<file path="src/design/fp_control_params.svh">
// sizes and op codes for the fp control unit; FP_LP_BITS must hold FP_ITER-1 and FP_WORDS-1
`ifndef FP_CONTROL_PARAMS_SVH
`define FP_CONTROL_PARAMS_SVH

// operand and result words moved per transfer
`define FP_WORDS 3

// multiply and divide loop steps
`define FP_ITER 8

// loop counter width
`define FP_LP_BITS 4

// ------------------------------------------------------------
// operation codes
// ------------------------------------------------------------
`define FP_OP_AD 3'd0
`define FP_OP_SB 3'd1
`define FP_OP_MW 3'd2
`define FP_OP_DW 3'd3
`define FP_OP_NR 3'd4

`endif

</file>
<file path="src/design/fp_ctl_pkg.sv">
// sequencer, loop counter and control word types; widths come from fp_control_params.svh
`include "fp_control_params.svh"

package fp_ctl_pkg;

	// ------------------------------------------------------------
	// phase state
	// ------------------------------------------------------------

	typedef enum logic [2:0] {
		S_IDLE,
		S_LOAD,
		S_ALIGN,
		S_ARITH,
		S_NORM,
		S_STORE,
		S_END
	} fp_state_t;

	// LP counter value
	typedef logic [`FP_LP_BITS-1:0] lp_index_t;

	// memory word select
	typedef logic [1:0] word_sel_t;

	// status out of the LP counter
	typedef struct packed {
		lp_index_t idx;
		logic      last;
		logic      busy;
	} fp_loop_t;

	// load request into the LP counter
	typedef struct packed {
		logic      load;
		lp_index_t value;
	} lp_load_t;

	// ------------------------------------------------------------
	// control levels to the datapath
	// ------------------------------------------------------------
	typedef struct packed {
		logic      read_fp;
		logic      store_fp;
		word_sel_t word_sel;
		logic      shift_align;
		logic      arith_step;
		logic      mul_div;
		logic      shift_norm;
		logic      clear_t;
	} fp_ctl_t;

endpackage

</file>
<file path="src/design/fp_op_pkg.sv">
// operation and datapath condition types; condition flags are plain levels from the datapath
package fp_op_pkg;

	// ------------------------------------------------------------
	// operation code
	// ------------------------------------------------------------

	// values are the FP_OP_* macros, codes 5..7 run as normalize only
	typedef logic [2:0] op_code_t;

	// ------------------------------------------------------------
	// datapath conditions
	// ------------------------------------------------------------

	// sampled every clock, no valid qualifier
	typedef struct packed {
		// exponents are equal
		logic aligned;
		// mantissa is normalized
		logic normal;
		// mantissa is zero
		logic zero;
		// result sign
		logic sgn;
	} fp_cond_t;

	// flag count, handy for stimulus packing
	localparam int FP_COND_BITS = $bits(fp_cond_t);

	// no condition active
	localparam fp_cond_t FP_COND_NONE = '{
		aligned: 1'b0,
		normal:  1'b0,
		zero:    1'b0,
		sgn:     1'b0
	};

	// datapath already aligned and normal
	localparam fp_cond_t FP_COND_READY = '{
		aligned: 1'b1,
		normal:  1'b1,
		zero:    1'b0,
		sgn:     1'b0
	};

endpackage

</file>
<file path="src/design/fp_control_decode.sv">
// control word decoder; outputs are combinational from phase, loop status and cond levels
`timescale 1ns/100ps
`include "fp_control_params.svh"

module fp_control_decode (
	input  logic                  got_fp,
	input  logic                  _0_f,
	input  fp_ctl_pkg::fp_state_t state,
	input  fp_op_pkg::op_code_t   op,
	input  fp_op_pkg::fp_cond_t   cond,
	input  fp_ctl_pkg::fp_loop_t  loop,
	output fp_ctl_pkg::fp_ctl_t   ctl
);

	fp_op_pkg::op_code_t   op_q;
	logic                  arith_seen_q;
	logic                  norm_seen_q;
	logic                  is_muldiv;
	logic                  norm_zero;
	fp_ctl_pkg::lp_index_t word_idx;

	// ------------------------------------------------------------
	// job op and phase history
	// ------------------------------------------------------------

	always_ff @(posedge got_fp or posedge _0_f) begin
		if (_0_f) begin
			op_q <= `FP_OP_AD;
			arith_seen_q <= 1'b0;
			norm_seen_q <= 1'b0;
		end else begin
			// tracks op while idle, frozen once the load starts
			if (state == fp_ctl_pkg::S_IDLE) begin
				op_q <= op;
			end
			arith_seen_q <= (state == fp_ctl_pkg::S_ARITH);
			norm_seen_q <= (state == fp_ctl_pkg::S_NORM);
		end
	end

	assign is_muldiv = (op_q == `FP_OP_MW) || (op_q == `FP_OP_DW);

	// zero on entry skips the normalize shifts
	assign norm_zero = cond.zero & ~norm_seen_q;

	// word order 0, 1, 2 while LP counts down
	assign word_idx = fp_ctl_pkg::lp_index_t'(`FP_WORDS - 1) - loop.idx;

	// ------------------------------------------------------------
	// control levels
	// ------------------------------------------------------------

	always_comb begin
		ctl = '0;
		case (state)
			fp_ctl_pkg::S_LOAD: begin
				ctl.read_fp = 1'b1;
				ctl.word_sel = loop.busy ? fp_ctl_pkg::word_sel_t'(word_idx) : '0;
			end
			fp_ctl_pkg::S_ALIGN: begin
				ctl.shift_align = ~cond.aligned;
			end
			fp_ctl_pkg::S_ARITH: begin
				ctl.arith_step = 1'b1;
				ctl.mul_div = is_muldiv;
				// T result cleared once per job
				ctl.clear_t = ~arith_seen_q;
			end
			fp_ctl_pkg::S_NORM: begin
				ctl.shift_norm = ~cond.normal & ~norm_zero;
			end
			fp_ctl_pkg::S_STORE: begin
				ctl.store_fp = 1'b1;
				ctl.word_sel = loop.busy ? fp_ctl_pkg::word_sel_t'(word_idx) : '0;
			end
			default: begin
				ctl = '0;
			end
		endcase
	end

endmodule

</file>
<file path="src/design/fp_control_top.sv">
// fp control top; no output registers, ctl and ekc_fp follow the block registers directly
`timescale 1ns/100ps

module fp_control_top (
	input  logic                got_fp,
	input  logic                _0_f,
	input  logic                efp,
	input  fp_op_pkg::op_code_t op,
	input  fp_op_pkg::fp_cond_t cond,
	output fp_ctl_pkg::fp_ctl_t ctl,
	output logic                ekc_fp
);

	fp_ctl_pkg::fp_state_t state;
	fp_ctl_pkg::lp_load_t  lp_load;
	fp_ctl_pkg::fp_loop_t  loop;

	// ------------------------------------------------------------
	// phase chain
	// ------------------------------------------------------------

	fp_state_seq u_seq (
		.got_fp  (got_fp),
		._0_f    (_0_f),
		.efp     (efp),
		.op      (op),
		.cond    (cond),
		.loop    (loop),
		.state   (state),
		.lp_load (lp_load),
		.ekc_fp  (ekc_fp)
	);

	// LP counter, runs beside the sequencer
	fp_loop_counter u_lp (
		.got_fp  (got_fp),
		._0_f    (_0_f),
		.lp_load (lp_load),
		.loop    (loop)
	);

	// ------------------------------------------------------------
	// control word
	// ------------------------------------------------------------

	fp_control_decode u_dec (
		.got_fp (got_fp),
		._0_f   (_0_f),
		.state  (state),
		.op     (op),
		.cond   (cond),
		.loop   (loop),
		.ctl    (ctl)
	);

endmodule

</file>
<file path="src/design/fp_loop_counter.sv">
// LP down counter; a load wins over counting, and the count stops at zero with busy dropped
`timescale 1ns/100ps

module fp_loop_counter (
	input  logic                 got_fp,
	input  logic                 _0_f,
	input  fp_ctl_pkg::lp_load_t lp_load,
	output fp_ctl_pkg::fp_loop_t loop
);

	fp_ctl_pkg::lp_index_t idx_q;
	logic                  busy_q;
	logic                  at_zero;

	assign at_zero = (idx_q == '0);

	// ------------------------------------------------------------
	// count register
	// ------------------------------------------------------------

	always_ff @(posedge got_fp or posedge _0_f) begin
		if (_0_f) begin
			idx_q <= '0;
			busy_q <= 1'b0;
		end else if (lp_load.load) begin
			idx_q <= lp_load.value;
			busy_q <= 1'b1;
		end else if (busy_q) begin
			if (at_zero) begin
				// ran out, hold at zero
				busy_q <= 1'b0;
			end else begin
				idx_q <= idx_q - fp_ctl_pkg::lp_index_t'(1);
			end
		end
	end

	// ------------------------------------------------------------
	// status
	// ------------------------------------------------------------

	assign loop.idx = idx_q;
	// last only counts while a sequence is running
	assign loop.last = busy_q & at_zero;
	assign loop.busy = busy_q;

endmodule

</file>
<file path="src/design/fp_state_seq.sv">
// phase sequencer; efp is only sampled in idle, align and normalize wait on cond with no timeout
`timescale 1ns/100ps
`include "fp_control_params.svh"

module fp_state_seq (
	input  logic                  got_fp,
	input  logic                  _0_f,
	input  logic                  efp,
	input  fp_op_pkg::op_code_t   op,
	input  fp_op_pkg::fp_cond_t   cond,
	input  fp_ctl_pkg::fp_loop_t  loop,
	output fp_ctl_pkg::fp_state_t state,
	output fp_ctl_pkg::lp_load_t  lp_load,
	output logic                  ekc_fp
);

	fp_ctl_pkg::fp_state_t state_nx;
	fp_op_pkg::op_code_t   op_q;
	logic                  first_q;
	logic                  is_addsub;
	logic                  is_muldiv;

	// ------------------------------------------------------------
	// op class of the running job
	// ------------------------------------------------------------

	assign is_addsub = (op_q == `FP_OP_AD) || (op_q == `FP_OP_SB);
	assign is_muldiv = (op_q == `FP_OP_MW) || (op_q == `FP_OP_DW);

	// ------------------------------------------------------------
	// next phase and counter loads
	// ------------------------------------------------------------

	always_comb begin
		state_nx = state;
		lp_load = '0;
		case (state)
			fp_ctl_pkg::S_IDLE: begin
				if (efp) begin
					state_nx = fp_ctl_pkg::S_LOAD;
					lp_load.load = 1'b1;
					lp_load.value = fp_ctl_pkg::lp_index_t'(`FP_WORDS - 1);
				end
			end
			fp_ctl_pkg::S_LOAD: begin
				// last operand word fetched
				if (loop.last) begin
					if (is_addsub) begin
						state_nx = fp_ctl_pkg::S_ALIGN;
					end else if (is_muldiv) begin
						state_nx = fp_ctl_pkg::S_ARITH;
						lp_load.load = 1'b1;
						lp_load.value = fp_ctl_pkg::lp_index_t'(`FP_ITER - 1);
					end else begin
						state_nx = fp_ctl_pkg::S_NORM;
					end
				end
			end
			fp_ctl_pkg::S_ALIGN: begin
				if (cond.aligned) begin
					state_nx = fp_ctl_pkg::S_ARITH;
				end
			end
			fp_ctl_pkg::S_ARITH: begin
				// add and subtract take a single step
				if (!is_muldiv || loop.last) begin
					state_nx = fp_ctl_pkg::S_NORM;
				end
			end
			fp_ctl_pkg::S_NORM: begin
				// a zero mantissa is only looked at on entry
				if (cond.normal || (first_q && cond.zero)) begin
					state_nx = fp_ctl_pkg::S_STORE;
					lp_load.load = 1'b1;
					lp_load.value = fp_ctl_pkg::lp_index_t'(`FP_WORDS - 1);
				end
			end
			fp_ctl_pkg::S_STORE: begin
				if (loop.last) begin
					state_nx = fp_ctl_pkg::S_END;
				end
			end
			fp_ctl_pkg::S_END: begin
				state_nx = fp_ctl_pkg::S_IDLE;
			end
			default: begin
				state_nx = fp_ctl_pkg::S_IDLE;
			end
		endcase
	end

	// ------------------------------------------------------------
	// phase register
	// ------------------------------------------------------------

	always_ff @(posedge got_fp or posedge _0_f) begin
		if (_0_f) begin
			state <= fp_ctl_pkg::S_IDLE;
			first_q <= 1'b0;
			op_q <= `FP_OP_AD;
		end else begin
			state <= state_nx;
			// high on the first cycle of every phase
			first_q <= (state_nx != state);
			if ((state == fp_ctl_pkg::S_IDLE) && efp) begin
				op_q <= op;
			end
		end
	end

	// one cycle end of job pulse
	assign ekc_fp = (state == fp_ctl_pkg::S_END);

endmodule

</file>
<file path="config.mk">
export PLATFORM = sky130hd
export DESIGN_NAME = fp_control_top
export DESIGN_NICKNAME = d
export VERILOG_FILES = /design/src/design/fp_ctl_pkg.sv /design/src/design/fp_op_pkg.sv /design/src/design/fp_control_decode.sv /design/src/design/fp_control_top.sv /design/src/design/fp_loop_counter.sv /design/src/design/fp_state_seq.sv
export VERILOG_INCLUDE_DIRS = /design/src /design/src/design
export SDC_FILE = /design/constraint.sdc
export NUM_CORES = 1
export LEC_CHECK = 0
export BUFFER_PORTS_ARGS = -buffer_cell sky130_fd_sc_hd__buf_2
export CAP_MARGIN = 0
export CELL_PAD_IN_SITES_DETAIL_PLACEMENT = 0
export CELL_PAD_IN_SITES_GLOBAL_PLACEMENT = 1
export CORE_ASPECT_RATIO = 1.1
export CORE_MARGIN = 5
export CORE_UTILIZATION = 40
export CTS_CLUSTER_SIZE = 20
export DETAILED_ROUTE_END_ITERATION = 6
export GPL_TIMING_DRIVEN = 0
export PLACE_DENSITY = 0.76
export SYNTH_ARGS = -nofsm -noshare
export SYNTH_HDL_FRONTEND = slang
export SYNTH_HIERARCHICAL = 1
export SYNTH_SLANG_ARGS = --single-unit
</file>
<file path="constraint.sdc">
create_clock -name got_fp -period 2.6 [get_ports got_fp]
set_clock_uncertainty 0.1 [all_clocks]
set_input_delay 0.52 -clock got_fp [delete_from_list [all_inputs] [get_ports got_fp]]
set_output_delay 0.52 -clock got_fp [all_outputs]
set_load 0.005 [all_outputs]
</file>
==> qor.yml, run 1 <==
detailed_routing:
  dr.pass1.iters: 4
  drcViolationCount: 0
  wirelength_mm: 2.03
  avgRoutedWirePerCell_um: 13.7
  via_count: 773
  ant_nets: 0
  dr.first_iter.drc_count: 26
  post_drt_via_cell_ratio: 5.22
worst_setup_path:
  r2r-start: "u_lp/idx_q[0]"
  crit_type: "reg -> reg"
  path_buf_inv: 2
  rr_worst_depth: 10
  cp.arrival_ns: 2.45
  cp_slowest_cell: "dfrtp_2"
  cp_slowest_stage_delay_ns: 0.46
  start_kind: "flop"
  critPathMaxFanout: 12
  required_ns: 2.68
  end_kind: "flop"
  reg2reg_slack_ns: 0.22
  crit_chain: "inv_1 -> ha_1 -> nand2_1 -> nor3_4 -> nand2_2 -> nor3_4 -> nand2b_1 -> buf_4 -> nor3_1 -> a221o_1"
  critPathMostFrequentCell: "nor3_4"
  cp_top_family: "simple AND/OR/NAND/NOR gates"
  r2r-end: "u_lp/idx_q[3]"
run_status:
  outcome: "finished clean"
sta:
  max_freq_mhz: 421
  hold_viol_final: 0
  drv_slew: 0
  period_share: 0.913
  setup_viol: 0
  rsz0062_at_grt: "false"
  min_period_ns: 2.38
  tns_ns: 0
run:
  cap_violations: 0
placement:
  portBuffers: 17
  dp_hpwl_mm: 1.44
  gp_congestion: 0.785
clocking:
  clock_path_buffers: 2
  root_buffer: "clkbuf_4"
  cts_tree: "done"
  cts.sinks: 15
  htree_num_levels: 1
  hold_buffers: 0
  cts_buffers: 3
  clk_latency_ns: 0.28
  clkSlewWorstSetupHoldPaths_ns: 0.10
floorplanning:
  io_pins: 20
  die_area_mm2: 0.00344
  die_x_um: 56.4
  initial_core_util: 0.420
  rows: 18
  core_mm2: 0.00225
  die_y_um: 61
yosys:
  synth.top_cell.area_share: 0.397
  synth-seq-cells: 15
  yosys_warnings: 6
  syn-num-nets: 106
  synth_area_per_cell_um2: 9.96
  syn_inst: 95
  yosysTopAreaCell: "dfrtp_1"
  synth.area.top_cells: "dfrtp_1 40%, mux2_2 6.0%, inv_1 3.6%, and4b_2 3.6%, buf_4 3.2%"
  seq_area_frac_synth: 0.397
  ys_types: 39
  syn-cell-area_um2: 946
hold_path:
  hold_path.class: "in -> async"
global_route:
  antenna_found_initial: 0
  grt_use_total: 0.131
  grt_pass1_vias: 787
  grt_pass1_wl_mm: 3.51
  grt_max_degree: 15
  gr-total-overflow: 0
final_layout:
  layout.nets: 130
  antenna_cells: 0
  drive_above_1_share: 0.432
  postLayoutCoreUtil: 0.506
  syn2layout_area_growth_pct: 20.5
power:
  ir_worst_vdd_mv: 0.519
  powerDensity_mw_per_mm2: 1140
  p_leak_nw: 0.550
-- logic make-up after synthesis --
group / share of synthesized area
fa+ha+maj: 0.0251
xor+xnor: 0.00926
flops: 0.397
buf+inv: 0.0820
compound gates: 0.148
simple gates: 0.265
mux: 0.0701
other cells: 0.00396
-- placed cells by master, fill, tap and decap left out, drive strengths merged, types with 4 or more instances in the layout --
master / instances
a21oi: 5
buf: 25
clkbuf: 4
dfrtp: 15
inv: 9
mux2: 5
nand2: 5
nor3: 5
nor3b: 6
o21ai: 5
-- flip-flops by register name, summed over array words and instances, names as in the netlist --
register            count
u_dec/arith_seen_q      1
u_dec/op_q              2
u_lp/busy_q             1
u_seq/first_q           1
u_lp/idx_q              4
u_seq/state             3
u_dec/norm_seen_q       1
u_seq/op_q              2
-- worst max path at each step --
stage / depth (start not counted) / end / start
after detailed placement: 11 / u_lp/idx_q[3] / u_lp/idx_q[0]
after global routing: 10 / u_lp/idx_q[3] / u_lp/idx_q[0]
final: 10 / u_lp/idx_q[3] / u_lp/idx_q[0]
after global placement: 12 / u_lp/idx_q[0] / u_lp/idx_q[0]
after CTS: 11 / u_lp/idx_q[3] / u_lp/idx_q[0]
after floorplan: 11 / u_lp/idx_q[3] / u_lp/idx_q[0]
-- Yosys cell counts (all sizes together) --
| cell | number |
|---|---|
| a211oi | 1 |
| a21o | 3 |
| a21oi | 5 |
| a221o | 1 |
| a31o | 2 |
| a31oi | 1 |
| a32oi | 1 |
| and3b | 1 |
| and4b | 3 |
| buf | 6 |
| clkbuf | 1 |
| conb | 1 |
| dfrtp | 15 |
| ha | 1 |
| inv | 9 |
| maj3 | 1 |
| mux2 | 5 |
| mux2i | 1 |
| nand2 | 5 |
| nand2b | 2 |
| nand3b | 1 |
| nor2 | 3 |
| nor2b | 2 |
| nor3 | 5 |
| nor3b | 6 |
| nor4b | 3 |
| o211ai | 1 |
| o21ai | 5 |
| o311ai | 1 |
| or3b | 2 |
| xnor2 | 1 |
-- power by group --
| group | internal, mW | switching [mW] | total (mW) |
|---|---|---|---|
| Combinational | 0.361 | 0.305 | 0.667 |
| Sequential | 0.343 | 0.155 | 0.498 |
| Clock | 0.0570 | 0.0764 | 0.133 |
| Total | 0.761 | 0.537 | 1.30 |
-- what timing repair did --
action,4_1_cts,5_1_grt
resized for setup,2,4
buffers inserted,0,3
setup endpoints to repair,4,3
pin swaps,0,2
-- metrics by stage --
stage	total power [mW]	cell area, um^2	hold WS, ns	worst slack, ns	cells
final	1.30	1140	0.0214	0.225	148
after global placement	1.10	1070	0.333	-0.177	142
after detailed placement	1.13	1070	0.336	-0.237	142
after floorplan	0.958	946	0.186	0.247	95
after global routing	1.42	1140	0.0255	0.0271	148
after CTS	1.27	1110	0.0219	0.0479	146
-- final cells by class --
type                       instances  area (um^2)
buffer                             6         38.8
clock buffer                       3         22.5
clock inverter                     1         5.00
fill                             215         1110
inverter                           9         33.8
multi-input combinational         64          518
sequential                        15          377
tap                               30         37.5
timing repair buffer              20          108
-- layer usage --
metal,vias to the layer above,share of wire,global-route usage
met3,2,0.063,0.0191
met5,-,0,0
met4,0,0.017,0.0746
met1,363,0.46,0.170
li1,381,-,-
met2,27,0.46,0.214
Power figures use the tool's default switching activity.
==> run 2, diff against run 1 <==
--- a/config.mk
+++ b/config.mk
@@ -10,7 +10,7 @@
 export CAP_MARGIN = 0
 export CELL_PAD_IN_SITES_DETAIL_PLACEMENT = 0
 export CELL_PAD_IN_SITES_GLOBAL_PLACEMENT = 1
-export CORE_ASPECT_RATIO = 1.1
+export CORE_ASPECT_RATIO = 0.7
 export CORE_MARGIN = 5
 export CORE_UTILIZATION = 40
 export CTS_CLUSTER_SIZE = 20
==> run 2 against run 1 <==
Net effect: clock-buffer cell count is the same; sequential power is essentially flat; global-route usage grew 0.58 points.
==> qor.yml, run 2 (synthesis results as in run 1) <==
run_status:
  outcome: "finished clean"  # unchanged
detailed_routing:
  via_count: 760  # was 773
  avgRoutedWirePerCell_um: 13.6  # was 13.7 um
  drcViolationCount: 0  # unchanged
  dr.first_iter.drc_count: 48  # was 26
  wirelength_mm: 2.03  # about the same
  ant_nets: 0  # unchanged
  post_drt_via_cell_ratio: 5.07  # was 5.22
  dr.pass1.iters: 4  # unchanged
final_layout:
  final_cell_mix: "18 x buf_2, 14 x dfrtp_1, 9 x inv_1"  # unchanged
  layout.nets: 130  # unchanged
  top_regs: "u_lp/idx_q x4, u_seq/state x3"  # unchanged
  num-fill-cells: 219  # was 215
  postLayoutCoreUtil: 0.516  # was 0.506
  seq_area_um2: 377  # unchanged
  largest_reg_flops: 4  # unchanged
  antenna_cells: 0  # unchanged
  drive_above_1_share: 0.424  # was 0.432
  multi_input_area_um2: 515  # was 518 um^2
  largest-register: "u_lp/idx_q"  # unchanged
  layout_commonest_cell: "buf_2"  # unchanged
  syn2layout_area_growth_pct: 20.5  # unchanged
global_route:
  gr-total-overflow: 0  # unchanged
  grt_max_degree: 15  # unchanged
  grt_pass1_wl_mm: 3.53  # was 3.51 mm
  antenna_found_initial: 0  # unchanged
  grt_pass1_vias: 768  # was 787
  grt_use_total: 0.137  # was 0.131
clocking:
  clock_path_buffers: 2  # unchanged
  cts_buffers: 3  # unchanged
  clk_latency_ns: 0.29  # was 0.28 ns
  clkSlewWorstSetupHoldPaths_ns: 0.10  # about the same
  root_buffer: "clkbuf_4"  # unchanged
  htree_num_levels: 1  # unchanged
  cts.sinks: 15  # unchanged
  cts_tree: "done"  # unchanged
floorplanning:
  die_y_um: 50.7  # was 61 um
  io_pins: 20  # unchanged
  initial_core_util: 0.429  # was 0.420
  die_area_mm2: 0.00345  # was 0.00344 mm^2
  core_mm2: 0.00221  # was 0.00225 mm^2
  rows: 14  # was 18
  die_x_um: 68.1  # was 56.4 um
run:
  cap_violations: 0  # unchanged
placement:
  pre_cts_slack_ns: -0.169  # was -0.237 ns
  dp_hpwl_mm: 1.49  # was 1.44 mm
  gp_congestion: 0.732  # was 0.785
  portBuffers: 17  # unchanged
worst_setup_path:
  r2r-end: "u_lp/idx_q[3]"  # unchanged
  required_ns: 2.68  # about the same
  rr_worst_depth: 10  # unchanged
  r2r-start: "u_lp/idx_q[0]"  # unchanged
  cp.arrival_ns: 2.42  # was 2.45 ns
  critPathMaxFanout: 12  # unchanged
  reg2reg_slack_ns: 0.27  # was 0.22 ns
  crit_type: "reg -> reg"  # unchanged
  start_kind: "flop"  # unchanged
  end_kind: "flop"  # unchanged
sta:
  rsz0062_at_grt: "false"  # unchanged
  finalWorstSetupSlack_ns: 0.266  # was 0.225 ns
  setup_viol: 0  # unchanged
  period_share: 0.898  # was 0.913
  drv_slew: 0  # unchanged
  min_period_ns: 2.33  # was 2.38 ns
  max_freq_mhz: 428  # was 421 MHz
  hold_viol_final: 0  # unchanged
power:
  ir_worst_vdd_mv: 0.483  # was 0.519 mV
  p_total_mw: 1.30  # about the same
  powerDensity_mw_per_mm2: 1140  # about the same
  p_leak_nw: 0.550  # about the same
hold_path:
  hold_path.class: "in -> async"  # unchanged
-- run 2: layer usage --
metal	vias up	wire [um]	share of wire	GRT usage
li1	384	-	-	-
met1	350	1030	0.51	0.193
met2	24	833	0.41	0.195
met3	2	153	0.075	0.0491
met4	0	19	0.0093	0.0396
met5	-	0	0	0
-- run 2: through the flow --
stage	hold WS, ns	std cells	setup TNS (ns)	cell area, um^2
finish	0.0270	150	0	1140
global route	0.0283	150	0	1140
CTS	0.0191	148	0	1110
detailed placement	0.345	144	-0.302	1070
global placement	0.336	144	-0.288	1070
floorplan	0.186	95	0	946
-- run 2: cell type report --
class,instances,area share
clock inverter,1,0.00439
multi-input combinational,64,0.452
inverter,9,0.0296
buffer,6,0.0340
timing repair buffer,20,0.0944
tap,32,0.0351
sequential,15,0.330
clock buffer,3,0.0198
-- run 2: power breakdown --
part / internal, mW / switching, mW
sequential: 0.343 / 0.153
clock: 0.0572 / 0.0804
combinational: 0.361 / 0.310
total: 0.761 / 0.543
-- run 2: critical path: stages, from the launching register on --
cell and delay [ns]:
dfrtp_2 0.46, inv_1 0.09, ha_1 0.20, nand2_1 0.12, nor3_4 0.21, nand2_1 0.14
nor3_4 0.20, nand2b_1 0.14, buf_4 0.18, nor3_1 0.07, a221o_1 0.31
-- run 2: worst max-delay path by stage --
stage	startpoint	endpoint	slack, ns	cells after the start
finish	u_lp/idx_q[0]	u_lp/idx_q[3]	0.27	10
global route	u_lp/idx_q[0]	u_lp/idx_q[0]	0.07	11
CTS	u_lp/idx_q[0]	u_lp/idx_q[0]	0.07	12
detailed placement	u_lp/idx_q[0]	u_lp/idx_q[0]	-0.17	12
global placement	u_lp/idx_q[0]	u_lp/idx_q[0]	-0.15	12
floorplan	u_lp/idx_q[0]	u_lp/idx_q[3]	0.25	11
-- run 2: what timing repair did --
item,4_1_cts,5_1_grt
setup endpoints to repair,3,3
hold buffers,0,0
pin swaps,0,2
gates resized for setup,2,3
setup buffers,0,3
==> run 3, diff against run 2 <==
--- a/config.mk
+++ b/config.mk
@@ -6,6 +6,7 @@
 export SDC_FILE = /design/constraint.sdc
 export NUM_CORES = 1
 export LEC_CHECK = 0
+export ABC_CLOCK_PERIOD_IN_PS = 2600
 export BUFFER_PORTS_ARGS = -buffer_cell sky130_fd_sc_hd__buf_2
 export CAP_MARGIN = 0
 export CELL_PAD_IN_SITES_DETAIL_PLACEMENT = 0
==> constraint.sdc (replaced) <==
create_clock -name got_fp -period 2.6 [get_ports got_fp]
set_clock_uncertainty 0.1 [all_clocks]
set_input_delay 0.52 -clock got_fp [delete_from_list [all_inputs] [get_ports got_fp]]
set_output_delay 0.52 -clock got_fp [all_outputs]
set_load 0.05 [all_outputs]
==> run 3 against run 2 <==
Net effect: core utilization up 0.68 points; hold slack worse by 0.00088 ns; global-route usage down 1.1 points; sequential share of layout area down 0.43 points; die area unchanged; cell area up 1.3%; flip-flop and latch count unchanged; register-to-register slack worse by 0.05 ns; critical path depth unchanged; non-clock buffer count up 1; clock-buffer cell count up 1; critical path type unchanged; highest routed layer unchanged.
==> qor.yml, run 3 (synthesis results as in run 1) <==
run_status:
  outcome: "finished clean"  # unchanged
worst_setup_path:
  start_kind: "flop"  # unchanged
  required_ns: 2.67  # was 2.68 ns
  critPathMaxFanout: 12  # unchanged
  crit_type: "reg -> reg"  # unchanged
  end_kind: "flop"  # unchanged
  cp.arrival_ns: 2.46  # was 2.42 ns
detailed_routing:
  avgRoutedWirePerCell_um: 13.2  # was 13.6 um
  drcViolationCount: 0  # unchanged
  dr.first_iter.drc_count: 41  # was 48
  dr.pass1.iters: 4  # unchanged
  ant_nets: 0  # unchanged
  via_count: 741  # was 760
  wirelength_mm: 2.00  # was 2.03 mm
  post_drt_via_cell_ratio: 4.91  # was 5.07
clocking:
  hold_buffers: 0  # unchanged
  root_buffer: "clkbuf_4"  # unchanged
  cts_buffers: 3  # unchanged
  cts_tree: "done"  # unchanged
  clk_latency_ns: 0.28  # was 0.29 ns
  htree_num_levels: 1  # unchanged
  cts.sinks: 15  # unchanged
  clkSlewWorstSetupHoldPaths_ns: 0.09  # was 0.10 ns
  clock_path_buffers: 2  # unchanged
placement:
  placed_cell_area_mm2: 0.00108  # was 0.00107 mm^2
  dp_cells: 144  # unchanged
  gp_congestion: 0.817  # was 0.732
  dp_hpwl_mm: 1.55  # was 1.49 mm
  portBuffers: 17  # unchanged
  pre_cts_slack_ns: -0.228  # was -0.169 ns
final_layout:
  layout_commonest_cell: "buf_2"  # unchanged
  multi_input_area_um2: 524  # was 515 um^2
  num-fill-cells: 210  # was 219
  syn2layout_area_growth_pct: 22.1  # was 20.5%
  largest_reg_flops: 4  # unchanged
  top_regs: "u_lp/idx_q x4, u_seq/state x3"  # unchanged
  drive_above_1_share: 0.437  # was 0.424
  layout.nets: 131  # was 130
  final_cell_area_mm2: 0.00115  # was 0.00114 mm^2
  postLayoutCoreUtil: 0.523  # was 0.516
  largest-register: "u_lp/idx_q"  # unchanged
  seq_area_um2: 377  # unchanged
  antenna_cells: 0  # unchanged
  fin_cells: 151  # was 150
  final_cell_mix: "18 x buf_2, 14 x dfrtp_1, 9 x inv_1"  # unchanged
global_route:
  gr-total-overflow: 0  # unchanged
  grt_pass1_wl_mm: 3.28  # was 3.53 mm
  grt_max_degree: 15  # unchanged
  antenna_found_initial: 0  # unchanged
  grt_use_total: 0.126  # was 0.137
  grt_pass1_vias: 695  # was 768
floorplanning:
  die_x_um: 68.1  # unchanged
  die_area_mm2: 0.00345  # unchanged
  io_pins: 20  # unchanged
  die_y_um: 50.7  # unchanged
  core_mm2: 0.00221  # unchanged
  rows: 14  # unchanged
  initial_core_util: 0.429  # unchanged
sta:
  min_period_ns: 2.38  # was 2.33 ns
  period_share: 0.917  # was 0.898
  timing.hold.ws_ns: 0.0262  # was 0.0270 ns
  hold_viol_final: 0  # unchanged
  max_freq_mhz: 419  # was 428 MHz
  setup_viol: 0  # unchanged
  finalWorstSetupSlack_ns: 0.215  # was 0.266 ns
  drv_slew: 0  # unchanged
  rsz0062_at_grt: "false"  # unchanged
  tns_ns: 0  # unchanged
power:
  p_total_mw: 1.46  # was 1.30 mW
  powerDensity_mw_per_mm2: 1270  # was 1140 mW/mm^2
  p_leak_nw: 0.553  # was 0.550 nW
  ir_worst_vdd_mv: 0.492  # was 0.483 mV
hold_path:
  hold_path.class: "in -> async"  # unchanged
run:
  cap_violations: 0  # unchanged
-- run 3: cell types whose count changed in the layout (fill, tap and decap cells not counted), sizes merged --
| cell | change |
|---|---|
| buf | +1 |
| clkbuf | +1 |
| clkinv | -1 |
-- run 3: power by group --
| part | switching [mW] | total, mW | internal, mW |
|---|---|---|---|
| combinational | 0.465 | 0.831 | 0.366 |
| clock | 0.0724 | 0.132 | 0.0595 |
| sequential | 0.157 | 0.500 | 0.343 |
| total | 0.695 | 1.46 | 0.768 |
-- run 3: path summary, 6_finish.rpt --
kind / from / to / slack, ns / depth (start not counted)
hold reg to reg: u_dec/op_q[2] / u_dec/op_q[2] / 0.42 / 1
max in group asynchronous: _0_f / u_seq/first_q / 2.13 / 2
setup reg to reg: u_lp/idx_q[0] / u_lp/idx_q[3] / 0.22 / 10
setup / recovery: u_lp/idx_q[0] / u_lp/idx_q[3] / 0.22 / 10
hold / removal: _0_f / u_dec/norm_seen_q / 0.03 / 2
min in group got_fp: op[2] / u_dec/op_q[2] / 0.38 / 2
-- run 3: per-layer routing --
metal	wire length, um	global-route usage	vias to the layer above
li1	-	-	383
met1	1020	0.181	333
met2	832	0.182	23
met3	115	0.0268	2
met4	27	0.0495	0
met5	0	0	-
-- run 3: final cells by class --
class | count | area share
Clock buffer | 4 | 0.0228
Timing Repair Buffer | 21 | 0.0997
Tap cell | 32 | 0.0347
Sequential cell | 15 | 0.326
Inverter | 9 | 0.0293
Multi-Input combinational cell | 64 | 0.454
Buffer | 6 | 0.0336
-- run 3: worst max-delay path, stage by stage, from the launching register on --
cell	delay, ns
dfrtp_2	0.46
inv_1	0.08
ha_1	0.21
nand2_1	0.13
nor3_4	0.26
nand2_2	0.12
nor3_4	0.22
nand2b_1	0.15
buf_4	0.17
nor3_1	0.06
a221o_1	0.31
-- run 3: what timing repair did --
action	4_1_cts	5_1_grt
gates resized for setup	2	4
pin swaps	0	2
setup buffers	0	4
setup endpoints to repair	4	4
